--- config.mk ---
export PLATFORM = sky130hd
export DESIGN_NAME = arith_core_top
export DESIGN_NICKNAME = d
export VERILOG_FILES = /design/src/verilog/arith_core_pkg.sv /design/src/verilog/arith_bus_port.sv /design/src/verilog/imm_arith_decoder.sv /design/src/verilog/arith_execute.sv /design/src/verilog/arith_result.sv /design/src/verilog/arith_core_top.sv
export VERILOG_INCLUDE_DIRS = /design/src /design/src/verilog
export SDC_FILE = /design/constraint.sdc
export NUM_CORES = 2
export LEC_CHECK = 0
export BUFFER_PORTS_ARGS = -buffer_cell sky130_fd_sc_hd__buf_2
export CORE_MARGIN = 2
export CORE_UTILIZATION = 35
export DETAILED_ROUTE_END_ITERATION = 8
export PLACE_DENSITY = 0.54
export SYNTH_ARGS = -nofsm -noshare
export SYNTH_HDL_FRONTEND = slang
export SYNTH_HIERARCHICAL = 1
export SYNTH_SLANG_ARGS = --single-unit
--- constraint.sdc ---
create_clock -name clk -period 9.85 [get_ports clk]
set_clock_uncertainty 0.2 [all_clocks]
set_input_delay 0.4925 -clock clk [delete_from_list [all_inputs] [get_ports clk]]
set_output_delay 0.4925 -clock clk [all_outputs]
set_load 0.01 [all_outputs]
--- src/verilog/arith_core_config.svh ---
// Immediate arithmetic core configuration
`ifndef ARITH_CORE_CONFIG_SVH
`define ARITH_CORE_CONFIG_SVH

// Widths
`define INSTR_W    32
`define OPCODE_W   10
`define IMM_W      12
`define REG_IDX_W  5
`define DATA_W     64
`define FLAGS_W    4
`define BUS_DATA_W 32
`define BUS_ADR_W  9

// Register file, register 31 is hardwired to zero
`define NUM_REGS   32
`define REG_ZERO   5'd31

// LEGv8 immediate-class opcodes
`define OP_ADDI    10'b1001000100
`define OP_ADDIS   10'b1011000100
`define OP_SUBI    10'b1101000100
`define OP_SUBIS   10'b1111000100
`define OP_ANDI    10'b1001001000
`define OP_ANDIS   10'b1111001000
`define OP_ORRI    10'b1011001000
`define OP_EORI    10'b1101001000

// Byte address map
`define ADR_INSTR    9'h000
`define ADR_STATUS   9'h000
`define ADR_REG_BASE 9'h100

`endif

--- src/verilog/arith_core_pkg.sv ---
// Immediate arithmetic core types
`include "arith_core_config.svh"

package arith_core_pkg;

    // Raw 32-bit instruction word as written by the host
    typedef logic [`INSTR_W-1:0] instr_t;

    // Opcode field, bits 31 to 22 of the instruction
    typedef logic [`OPCODE_W-1:0] opcode_t;

    // Register index for Rn and Rd
    typedef logic [`REG_IDX_W-1:0] reg_idx_t;

    // Register file and ALU word
    typedef logic [`DATA_W-1:0] data_t;

    // Zero-extended immediate field
    typedef logic [`IMM_W-1:0] imm_t;

    // NZCV, N in the top bit
    typedef logic [`FLAGS_W-1:0] flags_t;

    // Wishbone data word
    typedef logic [`BUS_DATA_W-1:0] bus_data_t;

    // Wishbone byte address
    typedef logic [`BUS_ADR_W-1:0] bus_adr_t;

    // ALU function select, codes follow the original datapath table
    //   000 and, 001 or, 010 add, 011 xor
    // 100 and 101 stay reserved for the shifts of the full datapath
    typedef enum logic [2:0] {
        ALU_AND = 3'b000,
        ALU_OR  = 3'b001,
        ALU_ADD = 3'b010,
        ALU_XOR = 3'b011,
        ALU_SUB = 3'b110
    } alu_fn_t;

    // Bit positions of the NZCV flags
    localparam int FLAG_N = 3;
    localparam int FLAG_Z = 2;
    localparam int FLAG_C = 1;
    localparam int FLAG_V = 0;

endpackage

--- src/verilog/arith_bus_port.sv ---
// Wishbone slave port
`timescale 1ns/1ns
`include "arith_core_config.svh"

module arith_bus_port import arith_core_pkg::*; (
    input  logic      clk,
    input  logic      rst_n,
    input  logic      cyc,
    input  logic      stb,
    input  logic      we,
    input  bus_adr_t  adr,
    input  bus_data_t dat_w,
    input  logic      busy,
    input  flags_t    status_flags,
    input  logic      status_illegal,
    input  data_t     bus_reg_data,
    output logic      ack,
    output bus_data_t dat_r,
    output logic      issue_valid,
    output instr_t    issue_instr,
    output reg_idx_t  bus_reg_addr
);

    logic      req;
    logic      is_reg;
    logic      reg_hi;
    bus_adr_t  reg_off;
    bus_data_t read_word;

    // New request, the ack cycle itself never starts another
    assign req = cyc && stb && !ack;

    // Register window: base + idx*8, +4 selects the upper half
    assign reg_off      = adr - `ADR_REG_BASE;
    assign is_reg       = (adr >= `ADR_REG_BASE) && (adr[1:0] == 2'b00);
    assign reg_hi       = reg_off[2];
    assign bus_reg_addr = reg_off[7:3];

    always_comb begin
        read_word = '0;
        if (is_reg) begin
            read_word = reg_hi ? bus_reg_data[63:32] : bus_reg_data[31:0];
        end else if (adr == `ADR_STATUS) begin
            // Busy on top, sticky illegal below it, NZCV at the bottom
            read_word = {busy, status_illegal, {(`BUS_DATA_W-6){1'b0}}, status_flags};
        end
    end

    // Single-cycle ack one cycle after the request
    always_ff @(posedge clk) begin
        if (!rst_n) begin
            ack         <= 1'b0;
            issue_valid <= 1'b0;
        end else begin
            ack         <= req;
            // Instruction issues in the ack cycle
            issue_valid <= req && we && (adr == `ADR_INSTR);
        end
    end

    // Data words, only looked at together with ack or issue_valid
    always_ff @(posedge clk) begin
        if (req) begin
            dat_r       <= we ? '0 : read_word;
            issue_instr <= dat_w;
        end
    end

    // Ack spacing gives the pipeline its back-pressure
    ack_single_cycle: assert property (
        @(posedge clk) disable iff (!rst_n) ack |=> !ack
    );

endmodule

--- src/verilog/imm_arith_decoder.sv ---
// Immediate class decoder
`timescale 1ns/1ns
`include "arith_core_config.svh"

module imm_arith_decoder import arith_core_pkg::*; (
    input  logic     clk,
    input  logic     rst_n,
    input  logic     issue_valid,
    input  instr_t   issue_instr,
    output logic     ctl_valid,
    output alu_fn_t  ctl_alu_fn,
    output imm_t     ctl_imm,
    output reg_idx_t ctl_rn,
    output reg_idx_t ctl_rd,
    output logic     ctl_reg_write,
    output logic     ctl_status_load,
    output logic     illegal_pulse
);

    opcode_t  op;
    imm_t     imm;
    reg_idx_t rn;
    reg_idx_t rd;

    alu_fn_t  dec_fn;
    logic     dec_known;
    logic     dec_s;

    // Fixed field layout
    assign {op, imm, rn, rd} = issue_instr;

    // Opcode match
    always_comb begin
        dec_fn    = ALU_ADD;
        dec_known = 1'b1;
        dec_s     = 1'b0;
        case (op)
            `OP_ADDI: begin
                dec_fn = ALU_ADD;
            end
            `OP_ADDIS: begin
                dec_fn = ALU_ADD;
                dec_s  = 1'b1;
            end
            `OP_SUBI: begin
                dec_fn = ALU_SUB;
            end
            `OP_SUBIS: begin
                dec_fn = ALU_SUB;
                dec_s  = 1'b1;
            end
            `OP_ANDI: begin
                dec_fn = ALU_AND;
            end
            `OP_ANDIS: begin
                dec_fn = ALU_AND;
                dec_s  = 1'b1;
            end
            `OP_ORRI: begin
                dec_fn = ALU_OR;
            end
            `OP_EORI: begin
                dec_fn = ALU_XOR;
            end
            default: begin
                // Unknown, pass through as a no-op
                dec_known = 1'b0;
            end
        endcase
    end

    // Control bits
    always_ff @(posedge clk) begin
        if (!rst_n) begin
            ctl_valid       <= 1'b0;
            ctl_reg_write   <= 1'b0;
            ctl_status_load <= 1'b0;
            illegal_pulse   <= 1'b0;
        end else begin
            ctl_valid       <= issue_valid;
            // Writes to the zero register are dropped here
            ctl_reg_write   <= issue_valid && dec_known && (rd != `REG_ZERO);
            ctl_status_load <= issue_valid && dec_known && dec_s;
            illegal_pulse   <= issue_valid && !dec_known;
        end
    end

    // Control word payload
    always_ff @(posedge clk) begin
        if (issue_valid) begin
            ctl_alu_fn <= dec_fn;
            ctl_imm    <= imm;
            ctl_rn     <= rn;
            ctl_rd     <= rd;
        end
    end

endmodule

--- src/verilog/arith_execute.sv ---
// Execute stage with ALU and flags
`timescale 1ns/1ns
`include "arith_core_config.svh"

module arith_execute import arith_core_pkg::*; (
    input  logic     clk,
    input  logic     rst_n,
    input  logic     ctl_valid,
    input  alu_fn_t  ctl_alu_fn,
    input  imm_t     ctl_imm,
    input  reg_idx_t ctl_rn,
    input  reg_idx_t ctl_rd,
    input  logic     ctl_reg_write,
    input  logic     ctl_status_load,
    input  data_t    rd_data,
    output reg_idx_t rd_addr,
    output logic     res_valid,
    output reg_idx_t res_rd,
    output data_t    res_value,
    output logic     res_write,
    output flags_t   res_flags,
    output logic     res_flags_load
);

    data_t         op_a;
    data_t         op_b;
    data_t         op_b_eff;
    logic [64:0]   sum;
    data_t         alu_out;
    flags_t        alu_flags;
    logic          is_arith;

    // Rn read, the zero register is handled in the register file
    assign rd_addr = ctl_rn;

    assign op_a = rd_data;
    // Immediate is zero-extended
    assign op_b = {{(`DATA_W-`IMM_W){1'b0}}, ctl_imm};

    assign is_arith = (ctl_alu_fn == ALU_ADD) || (ctl_alu_fn == ALU_SUB);

    // Subtract as a + ~b + 1
    assign op_b_eff = (ctl_alu_fn == ALU_SUB) ? ~op_b : op_b;
    assign sum = {1'b0, op_a} + {1'b0, op_b_eff} + {64'd0, (ctl_alu_fn == ALU_SUB)};

    always_comb begin
        case (ctl_alu_fn)
            ALU_AND: alu_out = op_a & op_b;
            ALU_OR:  alu_out = op_a | op_b;
            ALU_XOR: alu_out = op_a ^ op_b;
            default: alu_out = sum[63:0];
        endcase
    end

    // NZCV
    always_comb begin
        alu_flags         = '0;
        alu_flags[FLAG_N] = alu_out[63];
        alu_flags[FLAG_Z] = (alu_out == '0);
        if (is_arith) begin
            // Carry out, for SUB this is the no-borrow bit
            alu_flags[FLAG_C] = sum[64];
            // Operands agree in sign, result does not
            alu_flags[FLAG_V] = (op_a[63] == op_b_eff[63]) && (alu_out[63] != op_a[63]);
        end
    end

    // Result control bits
    always_ff @(posedge clk) begin
        if (!rst_n) begin
            res_valid      <= 1'b0;
            res_write      <= 1'b0;
            res_flags_load <= 1'b0;
        end else begin
            res_valid      <= ctl_valid;
            res_write      <= ctl_valid && ctl_reg_write;
            res_flags_load <= ctl_valid && ctl_status_load;
        end
    end

    // Result payload
    always_ff @(posedge clk) begin
        if (ctl_valid) begin
            res_rd    <= ctl_rd;
            res_value <= alu_out;
            res_flags <= alu_flags;
        end
    end

    // No forwarding path, so Rn must never hit an uncommitted write
    no_raw_hazard: assert property (
        @(posedge clk) disable iff (!rst_n)
        ctl_valid |-> !(res_valid && res_write && (res_rd == ctl_rn))
    );

endmodule

--- src/verilog/arith_result.sv ---
// Register file and flags
`timescale 1ns/1ns
`include "arith_core_config.svh"

module arith_result import arith_core_pkg::*; (
    input  logic     clk,
    input  logic     rst_n,
    input  reg_idx_t rd_addr,
    input  logic     res_valid,
    input  reg_idx_t res_rd,
    input  data_t    res_value,
    input  logic     res_write,
    input  flags_t   res_flags,
    input  logic     res_flags_load,
    input  logic     illegal_pulse,
    input  reg_idx_t bus_reg_addr,
    output data_t    rd_data,
    output data_t    bus_reg_data,
    output flags_t   status_flags,
    output logic     status_illegal
);

    // Only 31 registers are stored
    data_t regs [0:`NUM_REGS-2];

    // Both read ports see zero for register 31
    assign rd_data      = (rd_addr == `REG_ZERO) ? '0 : regs[rd_addr];
    assign bus_reg_data = (bus_reg_addr == `REG_ZERO) ? '0 : regs[bus_reg_addr];

    // Commit
    always_ff @(posedge clk) begin
        if (!rst_n) begin
            for (int i = 0; i < `NUM_REGS-1; i++) begin
                regs[i] <= '0;
            end
        end else if (res_valid && res_write && (res_rd != `REG_ZERO)) begin
            regs[res_rd] <= res_value;
        end
    end

    // Flags and the sticky illegal bit
    always_ff @(posedge clk) begin
        if (!rst_n) begin
            status_flags   <= '0;
            status_illegal <= 1'b0;
        end else begin
            if (res_valid && res_flags_load) begin
                status_flags <= res_flags;
            end
            // Only reset clears it
            if (illegal_pulse) begin
                status_illegal <= 1'b1;
            end
        end
    end

endmodule

--- src/verilog/arith_core_top.sv ---
// Immediate arithmetic core
`timescale 1ns/1ns
`include "arith_core_config.svh"

module arith_core_top import arith_core_pkg::*; (
    input  logic      clk,
    input  logic      rst_n,
    input  logic      cyc,
    input  logic      stb,
    input  logic      we,
    input  bus_adr_t  adr,
    input  bus_data_t dat_w,
    output bus_data_t dat_r,
    output logic      ack
);

    // Bus port to decoder
    logic     issue_valid;
    instr_t   issue_instr;

    // Decoder to execute
    logic     ctl_valid;
    alu_fn_t  ctl_alu_fn;
    imm_t     ctl_imm;
    reg_idx_t ctl_rn;
    reg_idx_t ctl_rd;
    logic     ctl_reg_write;
    logic     ctl_status_load;
    logic     illegal_pulse;

    // Execute to result
    reg_idx_t rd_addr;
    data_t    rd_data;
    logic     res_valid;
    reg_idx_t res_rd;
    data_t    res_value;
    logic     res_write;
    flags_t   res_flags;
    logic     res_flags_load;

    // Result to bus port
    flags_t   status_flags;
    logic     status_illegal;
    reg_idx_t bus_reg_addr;
    data_t    bus_reg_data;
    logic     busy;

    // Any instruction still in the pipe
    assign busy = ctl_valid || res_valid;

    arith_bus_port u_bus_port (
        .clk            (clk),
        .rst_n          (rst_n),
        .cyc            (cyc),
        .stb            (stb),
        .we             (we),
        .adr            (adr),
        .dat_w          (dat_w),
        .busy           (busy),
        .status_flags   (status_flags),
        .status_illegal (status_illegal),
        .bus_reg_data   (bus_reg_data),
        .ack            (ack),
        .dat_r          (dat_r),
        .issue_valid    (issue_valid),
        .issue_instr    (issue_instr),
        .bus_reg_addr   (bus_reg_addr)
    );

    imm_arith_decoder u_decoder (
        .clk             (clk),
        .rst_n           (rst_n),
        .issue_valid     (issue_valid),
        .issue_instr     (issue_instr),
        .ctl_valid       (ctl_valid),
        .ctl_alu_fn      (ctl_alu_fn),
        .ctl_imm         (ctl_imm),
        .ctl_rn          (ctl_rn),
        .ctl_rd          (ctl_rd),
        .ctl_reg_write   (ctl_reg_write),
        .ctl_status_load (ctl_status_load),
        .illegal_pulse   (illegal_pulse)
    );

    arith_execute u_execute (
        .clk             (clk),
        .rst_n           (rst_n),
        .ctl_valid       (ctl_valid),
        .ctl_alu_fn      (ctl_alu_fn),
        .ctl_imm         (ctl_imm),
        .ctl_rn          (ctl_rn),
        .ctl_rd          (ctl_rd),
        .ctl_reg_write   (ctl_reg_write),
        .ctl_status_load (ctl_status_load),
        .rd_data         (rd_data),
        .rd_addr         (rd_addr),
        .res_valid       (res_valid),
        .res_rd          (res_rd),
        .res_value       (res_value),
        .res_write       (res_write),
        .res_flags       (res_flags),
        .res_flags_load  (res_flags_load)
    );

    arith_result u_result (
        .clk            (clk),
        .rst_n          (rst_n),
        .rd_addr        (rd_addr),
        .res_valid      (res_valid),
        .res_rd         (res_rd),
        .res_value      (res_value),
        .res_write      (res_write),
        .res_flags      (res_flags),
        .res_flags_load (res_flags_load),
        .illegal_pulse  (illegal_pulse),
        .bus_reg_addr   (bus_reg_addr),
        .rd_data        (rd_data),
        .bus_reg_data   (bus_reg_data),
        .status_flags   (status_flags),
        .status_illegal (status_illegal)
    );

endmodule

==> flow_summary.json <==
{
  "status": "completed",
  "pwr-share-seq_pct": 49.7,
  "tritoncts": "built",
  "setup_viol": 0,
  "antenna_found_initial": 65,
  "p_leak_nw": 49.0,
  "root_buffer": "clkbuf_16",
  "powerDensity_nw_per_um2": 159,
  "antenna_left": 0,
  "cp.required_ps": 10320,
  "cts_sinks": 2223,
  "fp.dieArea_um2": 355000,
  "crit_arrival_ps": 9280,
  "post-route-drc-count": 0,
  "synthFlopType": "edfxtp_1",
  "ctsResizeCount": 0,
  "dr.pass1.iters": 6,
  "yosys_warnings": 6,
  "clkPwrFrac_pct": 43.1,
  "synth_area_um2": 123000,
  "finalCritPeriodShare_pct": 89.5,
  "vias": 84900,
  "clk_path_buf_depth": 4,
  "rsz0062_at_grt": "no",
  "hp-class": "input pin to register",
  "clkLatencyLatePin_ps": 990,
  "die_h_um": 596,
  "power_switching_mw": 5.28,
  "wl_um": 518000,
  "path_clk_slew_ps": 60,
  "ir_drop_mv": 0.186,
  "period_needed_ps": 8810,
  "whs_ps": 43.3,
  "gr-total-overflow": 0,
  "portBuffers": 78,
  "numCtsBuffers": 245,
  "cts_hold_buffers": 58,
  "synthArstFlopShare_pct": 0,
  "ys_ff_latch": 2223,
  "min_path_cells": 2,
  "grt_pass1_vias": 83200,
  "dp_hpwl_um": 309000,
  "path_max_fanout": 36,
  "coreArea_um2": 349000,
  "maxCapViolations": 0,
  "drive_gt1_share_pct": 21.4,
  "grt_max_degree": 99,
  "cts.htree.levels": 4,
  "synth_edf_count": 2209,
  "crit_path_end_kind": "register",
  "layout_common_cells": "edfxtp_1, and2_1, mux4_2, mux2i_1, nand2_1",
  "timing_hold_violations_final": 0,
  "max_slew_margin_pct": 9.35,
  "start_util_pct": 35.2,
  "fmax_mhz": 113,
  "worst_pin_slew_ps": 1350,
  "wire_per_inst_um": 38.3,
  "io-pin-count": 79,
  "synth_area_leaders": "edfxtp_1, mux4_2, and2_1",
  "setup_tns_ps": 0,
  "avgSynthCellArea_um2": 13.9,
  "fin_nets": 8739,
  "critPathLaunchType": "register",
  "synth_cells": 8808,
  "ys_seq_area_share_pct": 54.3,
  "ys_types": 110,
  "combPwrFrac_pct": 7.3,
  "crit_type": "register to register",
  "final_common_cell": "edfxtp_1",
  "yosys.area.top_type": "edfxtp_1",
  "viasPerCell": 6.29,
  "area_delta_synth_final_pct": 11.9,
  "synth.top_cell.area_share_pct": 54.0,
  "slew_viol_final": 0,
  "fp-row-count": 217,
  "rr_worst_depth": 18,
  "place.gp.congestion": 1.00,
  "p_int_mw": 16.5,
  "grt_pass1_wl_um": 702000,
  "p_sw_share_pct": 24.3,
  "first_iter_violations": 13200,
  "post_cts_buffers": 0,
  "grt_usage_pct": 28.5,
  "die_w_um": 596
}
==> area by class of cell <==
type                    instances  area [µm²]
flip-flops and latches       2223       66600
multi-input cells            5693       52900
well taps                    4599        5750
clock buffers                 307        6470
diodes                         60         150
clock inverters               142        1510
inverters                      50         193
repair buffers                441        3680
fillers                     32400      212000
==> power groups by stage <==
stage                     clock [mW]  combinational [mW]  sequential (mW)
after floorplan                    0               0.865             11.0
after global placement             0                1.53             11.0
after detailed placement           0                1.53             11.0
after CTS                       9.49                1.55             10.8
after global routing            9.83                1.60             10.8
final                           9.38                1.58             10.8
==> layer usage <==
metal  wire, µm  GRT usage (%)
met5         86              0
met4      26800           13.4
met3      55800           5.71
met2     239000           45.1
met1     197000           37.6
==> flip-flops by register name, summed over array words and instances, names as in the netlist, 4 cells and up <==
name                    cells
u_execute/res_value        64
u_result/regs            2048
u_bus_port/issue_instr     32
u_decoder/ctl_rd            5
u_bus_port/dat_r           32
u_decoder/ctl_imm          12
u_result/status_flags       4
u_execute/res_rd            5
u_decoder/ctl_rn            5
==> worst max-delay path, stage by stage (launching register included) <==
cell,delay (ps)
edfxtp_1,890
and3_4,830
nand3_4,860
buf_4,660
and3_1,540
nor4_1,630
o211ai_1,170
o311ai_0,210
o21ai_0,240
buf_4,220
a31oi_1,600
nor2_1,220
o21ai_0,630
o21ai_0,340
xnor2_1,190
o21ai_0,500
nor2_1,190
nand4_1,140
and4bb_1,200
==> final timing paths <==
| check | startpoint | to | slack (ps) |
|---|---|---|---|
| worst min register to register | u_bus_port/issue_instr[12]$_DFFE_PP_ | u_decoder/ctl_imm[2]$_DFFE_PP_ | 220 |
| worst min-delay path | dat_w[5] | u_bus_port/issue_instr[5]$_DFFE_PP_ | 40 |
| worst max-delay path | u_decoder/ctl_rn[1]$_DFFE_PP_ | u_execute/res_flags[2]$_DFFE_PP_ | 1040 |
| worst max register to register | u_decoder/ctl_rn[1]$_DFFE_PP_ | u_execute/res_flags[2]$_DFFE_PP_ | 1040 |
==> stage by stage <==
stage          instance area, µm²  instances  setup WS (ps)  utilization (%)  power (mW)
2_1_floorplan              123000       8871           2910                -        11.9
3_5_place_dp               129000      12900           1370             36.8        12.5
3_3_place_gp               129000      12900           1530             36.8        12.5
5_1_grt                    137000      13500            898             39.3        22.3
6_report                   137000      13500           1040             39.3        21.8
4_1_cts                    137000      13500           1330             39.3        21.8
==> kinds of logic after synthesis <==
family	Yosys count	share of synthesized area [%]
buffers and inverters	955	3.36
adders and majority gates	42	0.429
and+or+nand+nor	3057	14.4
AOI/OAI and AO/OA	948	5.59
xor gates and xnor gates	70	0.499
other	1	0.00306
DFF	2223	54.3
muxes	1512	21.5
==> cell usage after synthesis, drive strengths merged, types with 28 or more instances <==
master   instances
a221oi          74
edfxtp        2209
nand2          399
xnor2           45
a21o            41
buf            291
a21oi          104
mux2           141
nor4            28
a22oi           48
and3            86
inv             49
nand4           35
ha              38
o22a            63
o22ai           85
o2111ai         67
clkbuf         614
and2          2008
nor2b           31
nor3            53
mux2i          488
nor2           219
o21ai          168
nand3           74
o211ai          91
mux4           883
(Power assumes the default switching activity.)
